**src/bus_pkg.sv**
```systemverilog
package bus_pkg;

//////////////////////////////////////////////////////////////////////
// Bus widths
//////////////////////////////////////////////////////////////////////

localparam int addr_w = 24;
localparam int data_w = 16;
// I/O ports decode on the low address bits only
localparam int port_w = 12;

// CPU address
typedef logic [addr_w-1:0] addr_t;
// CPU data word
typedef logic [data_w-1:0] word_t;
// Datum of an 8-bit I/O device
typedef logic [7:0] byte_t;

//////////////////////////////////////////////////////////////////////
// Status codes
//////////////////////////////////////////////////////////////////////

// Compared against {mio, s1_n, s0_n}
localparam logic [2:0] stat_mem_read  = 3'b101;
localparam logic [2:0] stat_mem_write = 3'b110;
localparam logic [2:0] stat_io_read   = 3'b001;
localparam logic [2:0] stat_io_write  = 3'b010;

// Interrupt acknowledge needs inta_n too, {inta_n, mio, s1_n, s0_n}
localparam logic [3:0] stat_inta = 4'b0000;

// Bus cycle type, halt and passive states fold into idle
typedef enum logic [2:0] {
	idle,
	mem_read,
	mem_write,
	io_read,
	io_write,
	inta
} cycle_e;

endpackage

```
**src/map_pkg.sv**
```systemverilog
package map_pkg;

// Memory region behind the toggle handshake
typedef enum logic [1:0] {
	bios,
	vram,
	ram
} region_e;

// 8-bit I/O devices, none for an unmapped port
typedef enum logic [3:0] {
	none,
	spi,
	pit,
	pic,
	vga,
	dbg,
	ps2,
	opl,
	com1
} dev_e;

//////////////////////////////////////////////////////////////////////
// Memory windows, compare width counts upper address bits
//////////////////////////////////////////////////////////////////////

localparam bus_pkg::addr_t bios_lo_base = 24'h0F0000;
localparam bus_pkg::addr_t bios_hi_base = 24'hFF0000;
localparam int bios_cmp_w = 8;
localparam bus_pkg::addr_t vram_base = 24'h0A0000;
localparam int vram_cmp_w = 7;

//////////////////////////////////////////////////////////////////////
// I/O windows, compare width counts upper port bits
//////////////////////////////////////////////////////////////////////

localparam logic [bus_pkg::port_w-1:0] spi_base = 12'h0B0;
localparam int spi_cmp_w = 10;
localparam logic [bus_pkg::port_w-1:0] pit_base = 12'h040;
localparam int pit_cmp_w = 10;
localparam logic [bus_pkg::port_w-1:0] pic_base = 12'h020;
localparam int pic_cmp_w = 11;
// VGA spans two 32-port blocks plus one stray port
localparam logic [bus_pkg::port_w-1:0] vga_lo_base = 12'h3A0;
localparam logic [bus_pkg::port_w-1:0] vga_hi_base = 12'h3C0;
localparam int vga_cmp_w = 7;
localparam logic [bus_pkg::port_w-1:0] vga_alt_base = 12'h0BE;
localparam int vga_alt_cmp_w = 12;
// Debug port, write only
localparam logic [bus_pkg::port_w-1:0] dbg_base = 12'h0BC;
localparam int dbg_cmp_w = 12;
localparam logic [bus_pkg::port_w-1:0] ps2_base = 12'h060;
localparam int ps2_cmp_w = 9;
localparam logic [bus_pkg::port_w-1:0] opl_base = 12'h388;
localparam int opl_cmp_w = 9;
localparam logic [bus_pkg::port_w-1:0] com1_base = 12'h3F8;
localparam int com1_cmp_w = 9;

// Window match on the upper cmp_w address bits
function automatic logic mem_hit(input bus_pkg::addr_t addr, input bus_pkg::addr_t base,
	input int cmp_w);
	return (addr >> (bus_pkg::addr_w - cmp_w)) == (base >> (bus_pkg::addr_w - cmp_w));
endfunction

// Same match on a port number
function automatic logic io_hit(input logic [bus_pkg::port_w-1:0] port,
	input logic [bus_pkg::port_w-1:0] base, input int cmp_w);
	return (port >> (bus_pkg::port_w - cmp_w)) == (base >> (bus_pkg::port_w - cmp_w));
endfunction

endpackage

```
**src/bus_decode.sv**
```systemverilog
module bus_decode #(
	parameter int cpu_clk_div = 2
) (
	input  logic                          clk,
	input  logic                          reset_n,
	input  bus_pkg::addr_t                cpu_a,
	input  logic                          cpu_bhe_n,
	input  logic                          cpu_s0_n,
	input  logic                          cpu_s1_n,
	input  logic                          cpu_mio,
	input  logic                          cpu_inta_n,
	input  bus_pkg::word_t                cpu_wdata,
	output logic                          cpu_clk_n,
	output logic                          phase_tick,
	output bus_pkg::cycle_e               cycle,
	output logic                          mem_rd_req,
	output logic                          mem_wr_req,
	output map_pkg::region_e              mem_region,
	output bus_pkg::addr_t                mem_addr,
	output logic                          mem_bhe_n,
	output bus_pkg::word_t                mem_wdata,
	input  logic                          mem_ack,
	output logic                          mem_busy,
	output logic                          io_start,
	output logic                          io_write,
	output map_pkg::dev_e                 io_dev,
	output logic [bus_pkg::port_w-1:0]    io_port,
	output logic                          cpu_a0,
	output logic                          cpu_bhe_n_q,
	output bus_pkg::word_t                io_wword
);

localparam int cnt_w = (cpu_clk_div > 1) ? $clog2(cpu_clk_div) : 1;

logic [cnt_w-1:0] div_cnt;
logic div_end;
logic [3:0] cmd;
logic [bus_pkg::port_w-1:0] port;
logic bios_area;
logic vram_area;
bus_pkg::cycle_e cycle_d;
map_pkg::region_e region_d;
map_pkg::dev_e dev_d;
// Status seen at the previous tick
logic [1:0] stat_q;
logic t1;
logic t2;

//////////////////////////////////////////////////////////////////////
// CPU clock
//////////////////////////////////////////////////////////////////////

assign div_end = div_cnt == cnt_w'(cpu_clk_div - 1);

always_ff @(posedge clk or negedge reset_n)
begin
	if (!reset_n)
	begin
		div_cnt <= '0;
		cpu_clk_n <= 1'b0;
		phase_tick <= 1'b0;
	end
	else
	begin
		div_cnt <= div_end ? '0 : div_cnt + 1'b1;
		if (div_end)
			cpu_clk_n <= ~cpu_clk_n;
		// High in the first clk with cpu_clk_n low
		phase_tick <= div_end && cpu_clk_n;
	end
end

//////////////////////////////////////////////////////////////////////
// Status and address decode
//////////////////////////////////////////////////////////////////////

assign cmd = {cpu_inta_n, cpu_mio, cpu_s1_n, cpu_s0_n};
assign port = cpu_a[bus_pkg::port_w-1:0];

always_comb
begin
	if (cmd == bus_pkg::stat_inta)
		cycle_d = bus_pkg::inta;
	else
		case (cmd[2:0])
			bus_pkg::stat_mem_read:  cycle_d = bus_pkg::mem_read;
			bus_pkg::stat_mem_write: cycle_d = bus_pkg::mem_write;
			bus_pkg::stat_io_read:   cycle_d = bus_pkg::io_read;
			bus_pkg::stat_io_write:  cycle_d = bus_pkg::io_write;
			default:                 cycle_d = bus_pkg::idle;
		endcase
end

// BIOS sits at the top of the first MB and of the 16 MB space
assign bios_area = map_pkg::mem_hit(cpu_a, map_pkg::bios_lo_base, map_pkg::bios_cmp_w) ||
	map_pkg::mem_hit(cpu_a, map_pkg::bios_hi_base, map_pkg::bios_cmp_w);
assign vram_area = map_pkg::mem_hit(cpu_a, map_pkg::vram_base, map_pkg::vram_cmp_w);

// BIOS only shadows RAM on reads, writes fall through
always_comb
begin
	if (bios_area && cycle_d == bus_pkg::mem_read)
		region_d = map_pkg::bios;
	else if (vram_area)
		region_d = map_pkg::vram;
	else
		region_d = map_pkg::ram;
end

always_comb
begin
	if (map_pkg::io_hit(port, map_pkg::spi_base, map_pkg::spi_cmp_w))
		dev_d = map_pkg::spi;
	else if (map_pkg::io_hit(port, map_pkg::pit_base, map_pkg::pit_cmp_w))
		dev_d = map_pkg::pit;
	else if (map_pkg::io_hit(port, map_pkg::pic_base, map_pkg::pic_cmp_w))
		dev_d = map_pkg::pic;
	else if (map_pkg::io_hit(port, map_pkg::vga_lo_base, map_pkg::vga_cmp_w) ||
		map_pkg::io_hit(port, map_pkg::vga_hi_base, map_pkg::vga_cmp_w) ||
		map_pkg::io_hit(port, map_pkg::vga_alt_base, map_pkg::vga_alt_cmp_w))
		dev_d = map_pkg::vga;
	// Reading the debug port hits nothing
	else if (map_pkg::io_hit(port, map_pkg::dbg_base, map_pkg::dbg_cmp_w) &&
		cycle_d == bus_pkg::io_write)
		dev_d = map_pkg::dbg;
	else if (map_pkg::io_hit(port, map_pkg::ps2_base, map_pkg::ps2_cmp_w))
		dev_d = map_pkg::ps2;
	else if (map_pkg::io_hit(port, map_pkg::opl_base, map_pkg::opl_cmp_w))
		dev_d = map_pkg::opl;
	else if (map_pkg::io_hit(port, map_pkg::com1_base, map_pkg::com1_cmp_w))
		dev_d = map_pkg::com1;
	else
		dev_d = map_pkg::none;
end

//////////////////////////////////////////////////////////////////////
// T1 capture and T2 launch
//////////////////////////////////////////////////////////////////////

// T1 while status is active, T2 on the tick after
assign t1 = phase_tick && (!cpu_s1_n || !cpu_s0_n);
assign t2 = phase_tick && !t1 && stat_q != 2'b11;

always_ff @(posedge clk or negedge reset_n)
begin
	if (!reset_n)
	begin
		stat_q <= 2'b11;
		cycle <= bus_pkg::idle;
		mem_rd_req <= 1'b0;
		mem_wr_req <= 1'b0;
		io_start <= 1'b0;
	end
	else
	begin
		if (phase_tick)
			stat_q <= {cpu_s1_n, cpu_s0_n};
		if (t1)
			cycle <= cycle_d;
		if (t2 && cycle == bus_pkg::mem_read)
			mem_rd_req <= ~mem_rd_req;
		if (t2 && cycle == bus_pkg::mem_write)
			mem_wr_req <= ~mem_wr_req;
		// One clk pulse into the byte bridge
		io_start <= t2 && (cycle == bus_pkg::io_read || cycle == bus_pkg::io_write);
	end
end

always_ff @(posedge clk)
begin
	if (t1)
	begin
		mem_addr <= cpu_a;
		mem_bhe_n <= cpu_bhe_n;
		mem_region <= region_d;
		io_dev <= dev_d;
	end
	// Write data is valid from T2
	if (t2)
		mem_wdata <= cpu_wdata;
end

// One request toggles per cycle, so the pair's parity tracks the ack
assign mem_busy = (mem_rd_req ^ mem_wr_req) != mem_ack;

// I/O side shares the captured address and data
assign io_write = cycle == bus_pkg::io_write;
assign io_port = mem_addr[bus_pkg::port_w-1:0];
assign cpu_a0 = mem_addr[0];
assign cpu_bhe_n_q = mem_bhe_n;
assign io_wword = mem_wdata;

endmodule

```
**src/io_bridge.sv**
```systemverilog
module io_bridge (
	input  logic                          clk,
	input  logic                          reset_n,
	input  logic                          io_start,
	input  logic                          io_write,
	input  map_pkg::dev_e                 io_dev,
	input  logic [bus_pkg::port_w-1:0]    io_port,
	input  logic                          cpu_a0,
	input  logic                          cpu_bhe_n_q,
	input  bus_pkg::word_t                io_wword,
	output logic                          io_req,
	output logic                          io_req_write,
	output map_pkg::dev_e                 io_dev_sel,
	output logic [bus_pkg::port_w-1:0]    io_addr,
	output bus_pkg::byte_t                io_wdata,
	input  logic                          io_ack,
	input  bus_pkg::byte_t                io_rdata,
	output logic                          io_busy,
	output bus_pkg::word_t                io_result
);

typedef enum logic [1:0] {
	idle,
	low_byte,
	high_byte
} state_e;

state_e state;
// High byte still owed after the low one
logic hi_pending;
// Write data for the second byte cycle
bus_pkg::byte_t hi_byte;
logic acked;
logic start_ok;

// Nothing outstanding once the device has answered
assign acked = io_req == io_ack;
assign start_ok = state == idle && io_start;

// Busy from the start pulse on, so the ready logic never sees a gap
assign io_busy = io_start || state != idle;

//////////////////////////////////////////////////////////////////////
// Byte sequencer
//////////////////////////////////////////////////////////////////////

always_ff @(posedge clk or negedge reset_n)
begin
	if (!reset_n)
	begin
		state <= idle;
		io_req <= 1'b0;
		hi_pending <= 1'b0;
	end
	else
	begin
		case (state)
			idle:
			begin
				// Unmapped port completes here without any request
				if (io_start && io_dev != map_pkg::none)
				begin
					hi_pending <= !cpu_bhe_n_q;
					if (!cpu_a0)
					begin
						io_req <= ~io_req;
						state <= low_byte;
					end
					else if (!cpu_bhe_n_q)
					begin
						io_req <= ~io_req;
						state <= high_byte;
					end
				end
			end
			low_byte:
			begin
				if (acked && hi_pending)
				begin
					io_req <= ~io_req;
					state <= high_byte;
				end
				else if (acked)
					state <= idle;
			end
			high_byte:
			begin
				if (acked)
					state <= idle;
			end
			default:
				state <= idle;
		endcase
	end
end

//////////////////////////////////////////////////////////////////////
// Request payload and read assembly
//////////////////////////////////////////////////////////////////////

always_ff @(posedge clk)
begin
	if (start_ok)
	begin
		io_dev_sel <= io_dev;
		io_req_write <= io_write;
		io_addr <= io_port;
		hi_byte <= io_wword[15:8];
		// Odd port carries data on the upper lane
		io_wdata <= cpu_a0 ? io_wword[15:8] : io_wword[7:0];
		// Touched bytes of an unmapped port read as all ones
		if (io_dev == map_pkg::none && !cpu_a0)
			io_result[7:0] <= 8'hFF;
		if (io_dev == map_pkg::none && !cpu_bhe_n_q)
			io_result[15:8] <= 8'hFF;
	end
	if (state == low_byte && acked)
	begin
		if (!io_req_write)
			io_result[7:0] <= io_rdata;
		// Second byte at port plus one
		if (hi_pending)
		begin
			io_addr[0] <= 1'b1;
			io_wdata <= hi_byte;
		end
	end
	if (state == high_byte && acked && !io_req_write)
		io_result[15:8] <= io_rdata;
end

endmodule

```
**src/pc_bus_frontend.sv**
```systemverilog
module pc_bus_frontend #(
	parameter int cpu_clk_div = 2
) (
	input  logic                          clk,
	input  logic                          reset_n,
	// CPU bus
	input  bus_pkg::addr_t                cpu_a,
	input  logic                          cpu_bhe_n,
	input  logic                          cpu_s0_n,
	input  logic                          cpu_s1_n,
	input  logic                          cpu_mio,
	input  logic                          cpu_inta_n,
	input  bus_pkg::word_t                cpu_wdata,
	output logic                          cpu_clk_n,
	output logic                          cpu_ready,
	output bus_pkg::word_t                cpu_rdata,
	output logic                          cpu_rdata_en,
	input  bus_pkg::byte_t                irq_vector,
	// Memory side
	output logic                          mem_rd_req,
	output logic                          mem_wr_req,
	output map_pkg::region_e              mem_region,
	output bus_pkg::addr_t                mem_addr,
	output logic                          mem_bhe_n,
	output bus_pkg::word_t                mem_wdata,
	input  logic                          mem_ack,
	input  bus_pkg::word_t                mem_rdata,
	// I/O side
	output logic                          io_req,
	output logic                          io_req_write,
	output map_pkg::dev_e                 io_dev_sel,
	output logic [bus_pkg::port_w-1:0]    io_addr,
	output bus_pkg::byte_t                io_wdata,
	input  logic                          io_ack,
	input  bus_pkg::byte_t                io_rdata
);

logic phase_tick;
bus_pkg::cycle_e cycle;
logic mem_busy;
// Decode to bridge
logic io_start;
logic io_write;
map_pkg::dev_e io_dev;
logic [bus_pkg::port_w-1:0] io_port;
logic cpu_a0;
logic cpu_bhe_n_q;
bus_pkg::word_t io_wword;
// Bridge to read path
logic io_busy;
bus_pkg::word_t io_result;

bus_decode #(
	.cpu_clk_div(cpu_clk_div)
) bus_decode_i (
	.clk(clk),
	.reset_n(reset_n),
	.cpu_a(cpu_a),
	.cpu_bhe_n(cpu_bhe_n),
	.cpu_s0_n(cpu_s0_n),
	.cpu_s1_n(cpu_s1_n),
	.cpu_mio(cpu_mio),
	.cpu_inta_n(cpu_inta_n),
	.cpu_wdata(cpu_wdata),
	.cpu_clk_n(cpu_clk_n),
	.phase_tick(phase_tick),
	.cycle(cycle),
	.mem_rd_req(mem_rd_req),
	.mem_wr_req(mem_wr_req),
	.mem_region(mem_region),
	.mem_addr(mem_addr),
	.mem_bhe_n(mem_bhe_n),
	.mem_wdata(mem_wdata),
	.mem_ack(mem_ack),
	.mem_busy(mem_busy),
	.io_start(io_start),
	.io_write(io_write),
	.io_dev(io_dev),
	.io_port(io_port),
	.cpu_a0(cpu_a0),
	.cpu_bhe_n_q(cpu_bhe_n_q),
	.io_wword(io_wword)
);

io_bridge io_bridge_i (
	.clk(clk),
	.reset_n(reset_n),
	.io_start(io_start),
	.io_write(io_write),
	.io_dev(io_dev),
	.io_port(io_port),
	.cpu_a0(cpu_a0),
	.cpu_bhe_n_q(cpu_bhe_n_q),
	.io_wword(io_wword),
	.io_req(io_req),
	.io_req_write(io_req_write),
	.io_dev_sel(io_dev_sel),
	.io_addr(io_addr),
	.io_wdata(io_wdata),
	.io_ack(io_ack),
	.io_rdata(io_rdata),
	.io_busy(io_busy),
	.io_result(io_result)
);

read_return read_return_i (
	.clk(clk),
	.reset_n(reset_n),
	.phase_tick(phase_tick),
	.cycle(cycle),
	.mem_busy(mem_busy),
	.io_busy(io_busy),
	.mem_rdata(mem_rdata),
	.io_result(io_result),
	.irq_vector(irq_vector),
	.cpu_ready(cpu_ready),
	.cpu_rdata(cpu_rdata),
	.cpu_rdata_en(cpu_rdata_en)
);

endmodule

```
**src/read_return.sv**
```systemverilog
module read_return (
	input  logic            clk,
	input  logic            reset_n,
	input  logic            phase_tick,
	input  bus_pkg::cycle_e cycle,
	input  logic            mem_busy,
	input  logic            io_busy,
	input  bus_pkg::word_t  mem_rdata,
	input  bus_pkg::word_t  io_result,
	input  bus_pkg::byte_t  irq_vector,
	output logic            cpu_ready,
	output bus_pkg::word_t  cpu_rdata,
	output logic            cpu_rdata_en
);

logic idle_now;
logic read_cycle;

// Both handshakes settled, io_busy also spans the start pulse
assign idle_now = !mem_busy && !io_busy;

assign read_cycle = cycle == bus_pkg::mem_read || cycle == bus_pkg::io_read ||
	cycle == bus_pkg::inta;

//////////////////////////////////////////////////////////////////////
// Ready and bus drive
//////////////////////////////////////////////////////////////////////

always_ff @(posedge clk or negedge reset_n)
begin
	if (!reset_n)
	begin
		cpu_ready <= 1'b0;
		cpu_rdata_en <= 1'b0;
	end
	else
	begin
		// Drive the data bus only while the CPU expects to read
		cpu_rdata_en <= read_cycle;
		// Low the tick after T2, high again the tick after the last ack
		if (phase_tick)
			cpu_ready <= idle_now;
	end
end

//////////////////////////////////////////////////////////////////////
// Read word
//////////////////////////////////////////////////////////////////////

// Loaded together with ready, so data and ready change on one tick
always_ff @(posedge clk)
begin
	if (phase_tick && idle_now)
	begin
		case (cycle)
			bus_pkg::mem_read:
				cpu_rdata <= mem_rdata;
			bus_pkg::io_read:
				cpu_rdata <= io_result;
			// Vector on the low lane
			bus_pkg::inta:
				cpu_rdata <= {8'h00, irq_vector};
			default:
				cpu_rdata <= cpu_rdata;
		endcase
	end
end

endmodule

```
**config.mk**
```make
export PLATFORM = sky130hd
export DESIGN_NAME = pc_bus_frontend
export DESIGN_NICKNAME = d
export VERILOG_FILES = /design/src/bus_pkg.sv /design/src/map_pkg.sv /design/src/bus_decode.sv /design/src/io_bridge.sv /design/src/pc_bus_frontend.sv /design/src/read_return.sv
export SDC_FILE = /design/constraint.sdc
export NUM_CORES = 1
export LEC_CHECK = 0
export ABC_CLOCK_PERIOD_IN_PS = 3300
export BUFFER_PORTS_ARGS = -buffer_cell sky130_fd_sc_hd__buf_4
export CAP_MARGIN = 20
export CORE_ASPECT_RATIO = 1.1
export CORE_MARGIN = 8
export CORE_UTILIZATION = 40
export CTS_BUF_LIST = sky130_fd_sc_hd__clkbuf_8 sky130_fd_sc_hd__clkbuf_16
export CTS_CLUSTER_DIAMETER = 80
export CTS_CLUSTER_SIZE = 14
export DETAILED_ROUTE_END_ITERATION = 7
export PLACE_DENSITY = 0.68
export SLEW_MARGIN = 20
export SYNTH_ARGS = -nofsm -noshare
export SYNTH_HDL_FRONTEND = slang
export SYNTH_SLANG_ARGS = --single-unit
```
**constraint.sdc**
```tcl
create_clock -name clk -period 3.3 [get_ports clk]
set_clock_uncertainty 0.1 [all_clocks]
set_input_delay 0.33 -clock clk [delete_from_list [all_inputs] [get_ports clk]]
set_output_delay 0.33 -clock clk [all_outputs]
set_load 0.01 [all_outputs]
```
After elaboration in Yosys (flattened, before gate mapping) --
Cells that the tools add are included.
Operators by class: $add $sub $neg 1, $mul 0, divide/modulo/power cells 0, $lt $le $gt $ge 0, equal/unequal tests 32, shift operators 0, multiplexer cells 36, bitwise gates (word level) 5, reductions and logical operators 51
Operators with widths (count):
- $mux 8 | 9
- $pmux 16 s3 | 1
- $eq 12x8->1 const B | 2
- $logic_and 1x1->1 | 19
- $eq 9x7->1 const B | 2
- $mux 16 | 1
- $mux 2 | 8
- $eq 3x3->1 const B | 5
- $mux 3 | 5
- $eq 7x5->1 const B | 2
- $pmux 3 s4 | 1
- $eq 11x5->1 const B | 1
- $eq 10x5->1 const B | 1
- $eq 10x6->1 const B | 1
- $eq 3x1->1 const B | 3
- $eq 3x2->1 const B | 3
- $eq 9x4->1 const B | 1
- $eq 8x4->1 const B | 1
- $eq 8x8->1 const B | 1
- $logic_not 1->1 | 8
- $logic_not 4->1 | 2
- $logic_or 1x1->1 | 8
- $mux 1 | 8
- $reduce_and 2->1 | 4
- 21 further kinds | 28
Storage, ports and cells: register bits 129, bits in latches 0, bits in writable memories 0, bits in read-only memories 0, bits of input ports 81, output and inout port bits 90, logic and storage cells 154, memories kept 0

Logic depth before layout (Yosys ltp) --
depth in word-level cells 9, gate-level depth with buffers 6, gate-level depth less buffers 4

Hierarchy --
A second synthesis with hierarchy kept.
Unflattened totals: cell total of the unflattened synthesis 370, area total of the unflattened synthesis 5486.5 um^2
By module, submodules not included:
- bus_decode | times used 1, cells each 157, area each 2364.8 um^2, sequential area each 1689.1 um^2
- io_bridge | times used 1, cells each 126, area each 2078.2 um^2, sequential area each 1401.3 um^2
- read_return | times used 1, cells each 87, area each 1043.5 um^2, sequential area each 530.5 um^2

Worst setup path after synthesis --
Ideal clock, no wire load.
kind flip-flop to flip-flop, start register bus_decode_i.phase_tick, end register bus_decode_i.mem_bhe_n (netlist: bus_decode_i.cpu_bhe_n_q), enable pin, library setup time 431 ps, arrival 2222 ps, required time 2769 ps, slack 547 ps, stages on the path, launching flop included 4, path buffers 1, clock period less this slack 2753 ps, cells stage by stage dfrtp_1 -> clkbuf_1 -> inv_1 -> a21oi_1
On the way: cells in the longest elaborated chain, start to end 1
Ends and longest elaborated chain:
- start, declared | line bus_decode.sv:14 | output logic phase_tick,
- start signal, assigned | line bus_decode.sv:69 | phase_tick <= div_end && cpu_clk_n;
- $logic_and 1x1->1 | line bus_decode.sv:141 | assign t1 = phase_tick && (!cpu_s1_n || !cpu_s0_n);
- named net bus_decode_i.t1 | line bus_decode.sv:46 | logic t1;
- end signal, assigned | line bus_decode.sv:174 | mem_bhe_n <= cpu_bhe_n;
- end, declared | line bus_decode.sv:20 | output logic mem_bhe_n,
The timed path passes the listed nets, and every way through them passes these cells. A chain may end at the register's enable or synchronous reset.

Worst setup path after layout --
start register io_bridge_i.io_req, end register io_bridge_i.io_result[9], enable pin
On the way: cells in the longest elaborated chain, start to end 5, elaborated cells on any way between the ends 6, those cells by class eq/ne (1); reduce/logical (5)
Ends and longest elaborated chain:
- start, declared | line io_bridge.sv:11 | output logic io_req,
- start signal, assigned | line io_bridge.sv:66 | io_req <= ~io_req;
- start signal, assigned | line io_bridge.sv:71 | io_req <= ~io_req;
- start signal, assigned | line io_bridge.sv:80 | io_req <= ~io_req;
- $eq 1x1->1 * | line io_bridge.sv:37 | assign acked = io_req == io_ack;
- $logic_and 1x1->1 * (2 in a row) | line io_bridge.sv:128 | if (state == high_byte && acked && !io_req_write)
- $reduce_bool 2->1 (no line)
- $reduce_and 2->1 (no line) *
- end signal, assigned | line io_bridge.sv:129 | io_result[15:8] <= io_rdata;
- end, declared | line io_bridge.sv:19 | output bus_pkg::word_t io_result
Every way passes the cells marked *; elsewhere a longest branch is shown, timed or not.

==> flow_metrics.env <==
export IMPL_status="completed"
export IMPL_synth_compound_area_share_pct=14.30
export IMPL_rsz0062_at_grt="no"
export IMPL_synth_simple_gate_area_share_pct=8.148
export IMPL_synth_enable_flop_cells=95
export IMPL_final_period_utilization_pct=65.96
export IMPL_slew_viol_final=0
export IMPL_r2r_setup_slack_ns=1.12
export IMPL_placementRows=43
export IMPL_nNetsFinal=639
export IMPL_io_pins=171
export IMPL_hold_class="input pin to flop"
export IMPL_worst_pin_slew_ns=1.008
export IMPL_drt_total_wl_mm=13.04
export IMPL_synth_seq_area_share_pct=71.46
export IMPL_grt_usage_pct=15.66
export IMPL_synthesis_nets=442
export IMPL_r2r_cells=3
export IMPL_critical_path_class="flop to flop"
export IMPL_synth_top_family_by_area="compound AO/OA/AOI/OAI gates"
export IMPL_cp_max_fo=9
export IMPL_drt_iter0_drc=243
export IMPL_irDropWorstVdd_uv=333.5
export IMPL_multiInputGateArea_um2=1334
export IMPL_grt_first_pass_wirelength_mm=19.95
export IMPL_syn2layout_area_growth_pct=44.59
export IMPL_synth_flop_cell="edfxtp_1"
export IMPL_drc=0
export IMPL_antenna_left=0
export IMPL_min_path_cells=1
export IMPL_nFillCells=1021
export IMPL_post_route_min_period_ns=2.177
export IMPL_drive_gt1_share_pct=38.00
export IMPL_p_leak_nw=2.979
export IMPL_clock_root_buffer="clkbuf_16"
export IMPL_n_antenna_cell=0
export IMPL_insertion_delay_ns=0.40
export IMPL_overflow=0
export IMPL_syn_inst=361
export IMPL_fmax_ghz=0.4594
export IMPL_hp_start="cpu_a[21]"
export IMPL_wl_per_cell_um=17.91
export IMPL_grt_pass1_vias=3777
export IMPL_synth_area_leaders="edfxtp_1 56%, dfrtp_1 7.4%, dfxtp_1 6.7%, o21ai_0 2.8%, nand2_1 2.5%"
export IMPL_yosys_register_bits=129
export IMPL_yosys_warnings=0
export IMPL_setup_viol=0
export IMPL_synthMuxAreaShare_pct=2.025
export IMPL_finalHoldViolCount=0
export IMPL_cts_buffer_depth=2
export IMPL_crit_buf_inv=0
export IMPL_clk_pin_slew_ns=0.05
export IMPL_slowest_delay_ns=0.63
export IMPL_synthMostInstantiatedCell="edfxtp_1"
export IMPL_crit_slowest_cell="nor4b_2"
export IMPL_via_per_inst=5.077
export IMPL_p_per_area_nw_per_um2=579.4
export IMPL_hold_end="bus_decode_i.mem_addr[21]$_DFFE_PP_"
export IMPL_h_tree_depth=4
export IMPL_path_delay_family="simple AND/OR/NAND/NOR gates"
export IMPL_whs_ns=0.01836
export IMPL_r2r_start="io_bridge_i.io_req$_DFFE_PN0P_"
export IMPL_ys_async_sr_fraction_pct=13.18
export IMPL_fp_dieH_um=134.1
export IMPL_grt_max_degree=53
export IMPL_r2r_end="io_bridge_i.io_result[9]$_DFFE_PP_"
export IMPL_placed_cells=671
export IMPL_max_cap_viol_count=0
export IMPL_cts_inserted_buffers=17
export IMPL_synth_xor_area_share_pct=1.531
export IMPL_yosysUniqueCellTypes=54
export IMPL_die_width_um=123.3
export IMPL_seqCellArea_um2=3621
export IMPL_clock_sinks=129
export IMPL_synth_fa_ha_area_share_pct=0
export IMPL_antenna_found_initial=0
export IMPL_yosysTopAreaCell="edfxtp_1"
export IMPL_place_congestion=0.8379
export IMPL_num_vias=3696
export IMPL_crit_required_ns=3.23
export IMPL_design_area_um2=7327
export IMPL_post_synth_top_area_fraction_pct=56.30
export IMPL_final_cell_count_no_fill=728
export IMPL_critical_path_arrival_ns=2.11
export IMPL_crit_chain="xor2_2, nor4b_2, o21bai_1"
export IMPL_cts_tree="yes"
export IMPL_relSlewSlack_pct=32.64
export IMPL_netlist_area_um2=5067
export IMPL_dp_hpwl_mm=9.731
export IMPL_dpl_cell_area_um2=6487
export IMPL_power_total_mw=4.245
export IMPL_portBuffers=170
export IMPL_fin_setup_tns_ns=0
export IMPL_dr_pass1_iters=6
export IMPL_coreArea_um2=12480
export IMPL_post_synth_cell_area_avg_um2=14.04
export IMPL_synthTopCellsByCount="95 x edfxtp_1, 34 x nand2_1, 28 x o21ai_0"
export IMPL_startpoint_type="flop"
export IMPL_end_kind="flop"
export IMPL_start_util_pct=40.60
export IMPL_dieArea_um2=16530
## cells by family after synthesis
family | count (synthesis)
xor gates and xnor gates | 8
buffers and inverters | 30
DFF | 129
muxes | 10
and+or+nand+nor | 78
AOI/OAI and AO/OA | 106
## flip-flops by register name (all words and copies together), names as in the netlist, 2 cells and up
| name | count |
|---|---|
| bus_decode_i.mem_region | 2 |
| bus_decode_i.io_dev | 4 |
| bus_decode_i.stat_q | 2 |
| bus_decode_i.cycle | 3 |
| bus_decode_i.io_wword | 16 |
| read_return_i.cpu_rdata | 16 |
| io_bridge_i.state | 2 |
| bus_decode_i.mem_addr | 24 |
| io_bridge_i.hi_byte | 8 |
| io_bridge_i.io_result | 16 |
| io_bridge_i.io_dev_sel | 4 |
| io_bridge_i.io_addr | 12 |
| io_bridge_i.io_wdata | 8 |
## final cells by class
class	count	area share (%)
Multi-Input combinational cell	202	18.20
Clock buffer	18	5.994
Sequential cell	129	49.42
Inverter	10	0.5123
Timing Repair Buffer	198	21.14
Tap cell	157	2.681
Clock inverter	14	2.049
## timing repair
item / 4_1_cts / 5_1_grt
hold buffers: 25 / 0
resized for setup: 0 / 0
buffers inserted: 0 / 0
endpoints found under the hold margin: 41 / 0
## worst max path at each step
stage | endpoint | startpoint | cells past startpoint
2_1_floorplan | bus_decode_i.cpu_bhe_n_q$_DFFE_PP_ | bus_decode_i.phase_tick$_DFF_PN0_ | 3
3_3_place_gp | io_bridge_i.io_result[13]$_DFFE_PP_ | io_bridge_i.io_req$_DFFE_PN0P_ | 3
3_5_place_dp | io_bridge_i.io_result[10]$_DFFE_PP_ | io_bridge_i.io_req$_DFFE_PN0P_ | 3
4_1_cts | io_bridge_i.io_result[9]$_DFFE_PP_ | io_bridge_i.io_req$_DFFE_PN0P_ | 3
5_1_grt | io_bridge_i.io_result[9]$_DFFE_PP_ | io_bridge_i.io_req$_DFFE_PN0P_ | 3
6_report | io_bridge_i.io_result[9]$_DFFE_PP_ | io_bridge_i.io_req$_DFFE_PN0P_ | 3
## through the flow
step / utilization (%) / setup slack, ns
after floorplan: - / 0.5472
after global placement: 51.97 / 1.194
after detailed placement: 51.97 / 1.135
after CTS: 58.70 / 1.115
after global routing: 58.70 / 0.9821
final: 58.70 / 1.123
## placed cells by master, fill, tap and decap left out, drive strengths merged, types with 4 or more instances in the layout
cell type | synthesis | final
dfrtp | 15 | 15
xor2 | 6 | 6
buf | 7 | 173
dfxtp | 17 | 17
o22a | 16 | 16
o22ai | 16 | 16
dlygate4sd3 | 0 | 25
mux2i | 8 | 8
a21oi | 12 | 12
a22oi | 10 | 10
edfxtp | 95 | 95
nand4 | 4 | 4
nor3 | 5 | 5
o21ai | 30 | 30
nand3 | 5 | 5
clkbuf | 13 | 18
nand2 | 34 | 34
a21o | 9 | 9
nor2 | 9 | 9
inv | 10 | 16
## layer usage
| metal | GRT usage (%) | wire length (µm) | up-vias |
|---|---|---|---|
| met3 | 5.044 | 1104 | 20 |
| met4 | 6.564 | 288 | 0 |
| met2 | 26.71 | 6582 | 153 |
| met5 | 0 | 0 | - |
| li1 | - | - | 1778 |
| met1 | 17.50 | 5062 | 1745 |
## power by group
group | total, mW | switching (mW) | internal [mW]
combinational | 0.481 | 0.218 | 0.263
sequential | 1.92 | 0.0687 | 1.85
clock | 1.85 | 0.655 | 1.19
No activity file was read; power rests on OpenSTA's default activity.
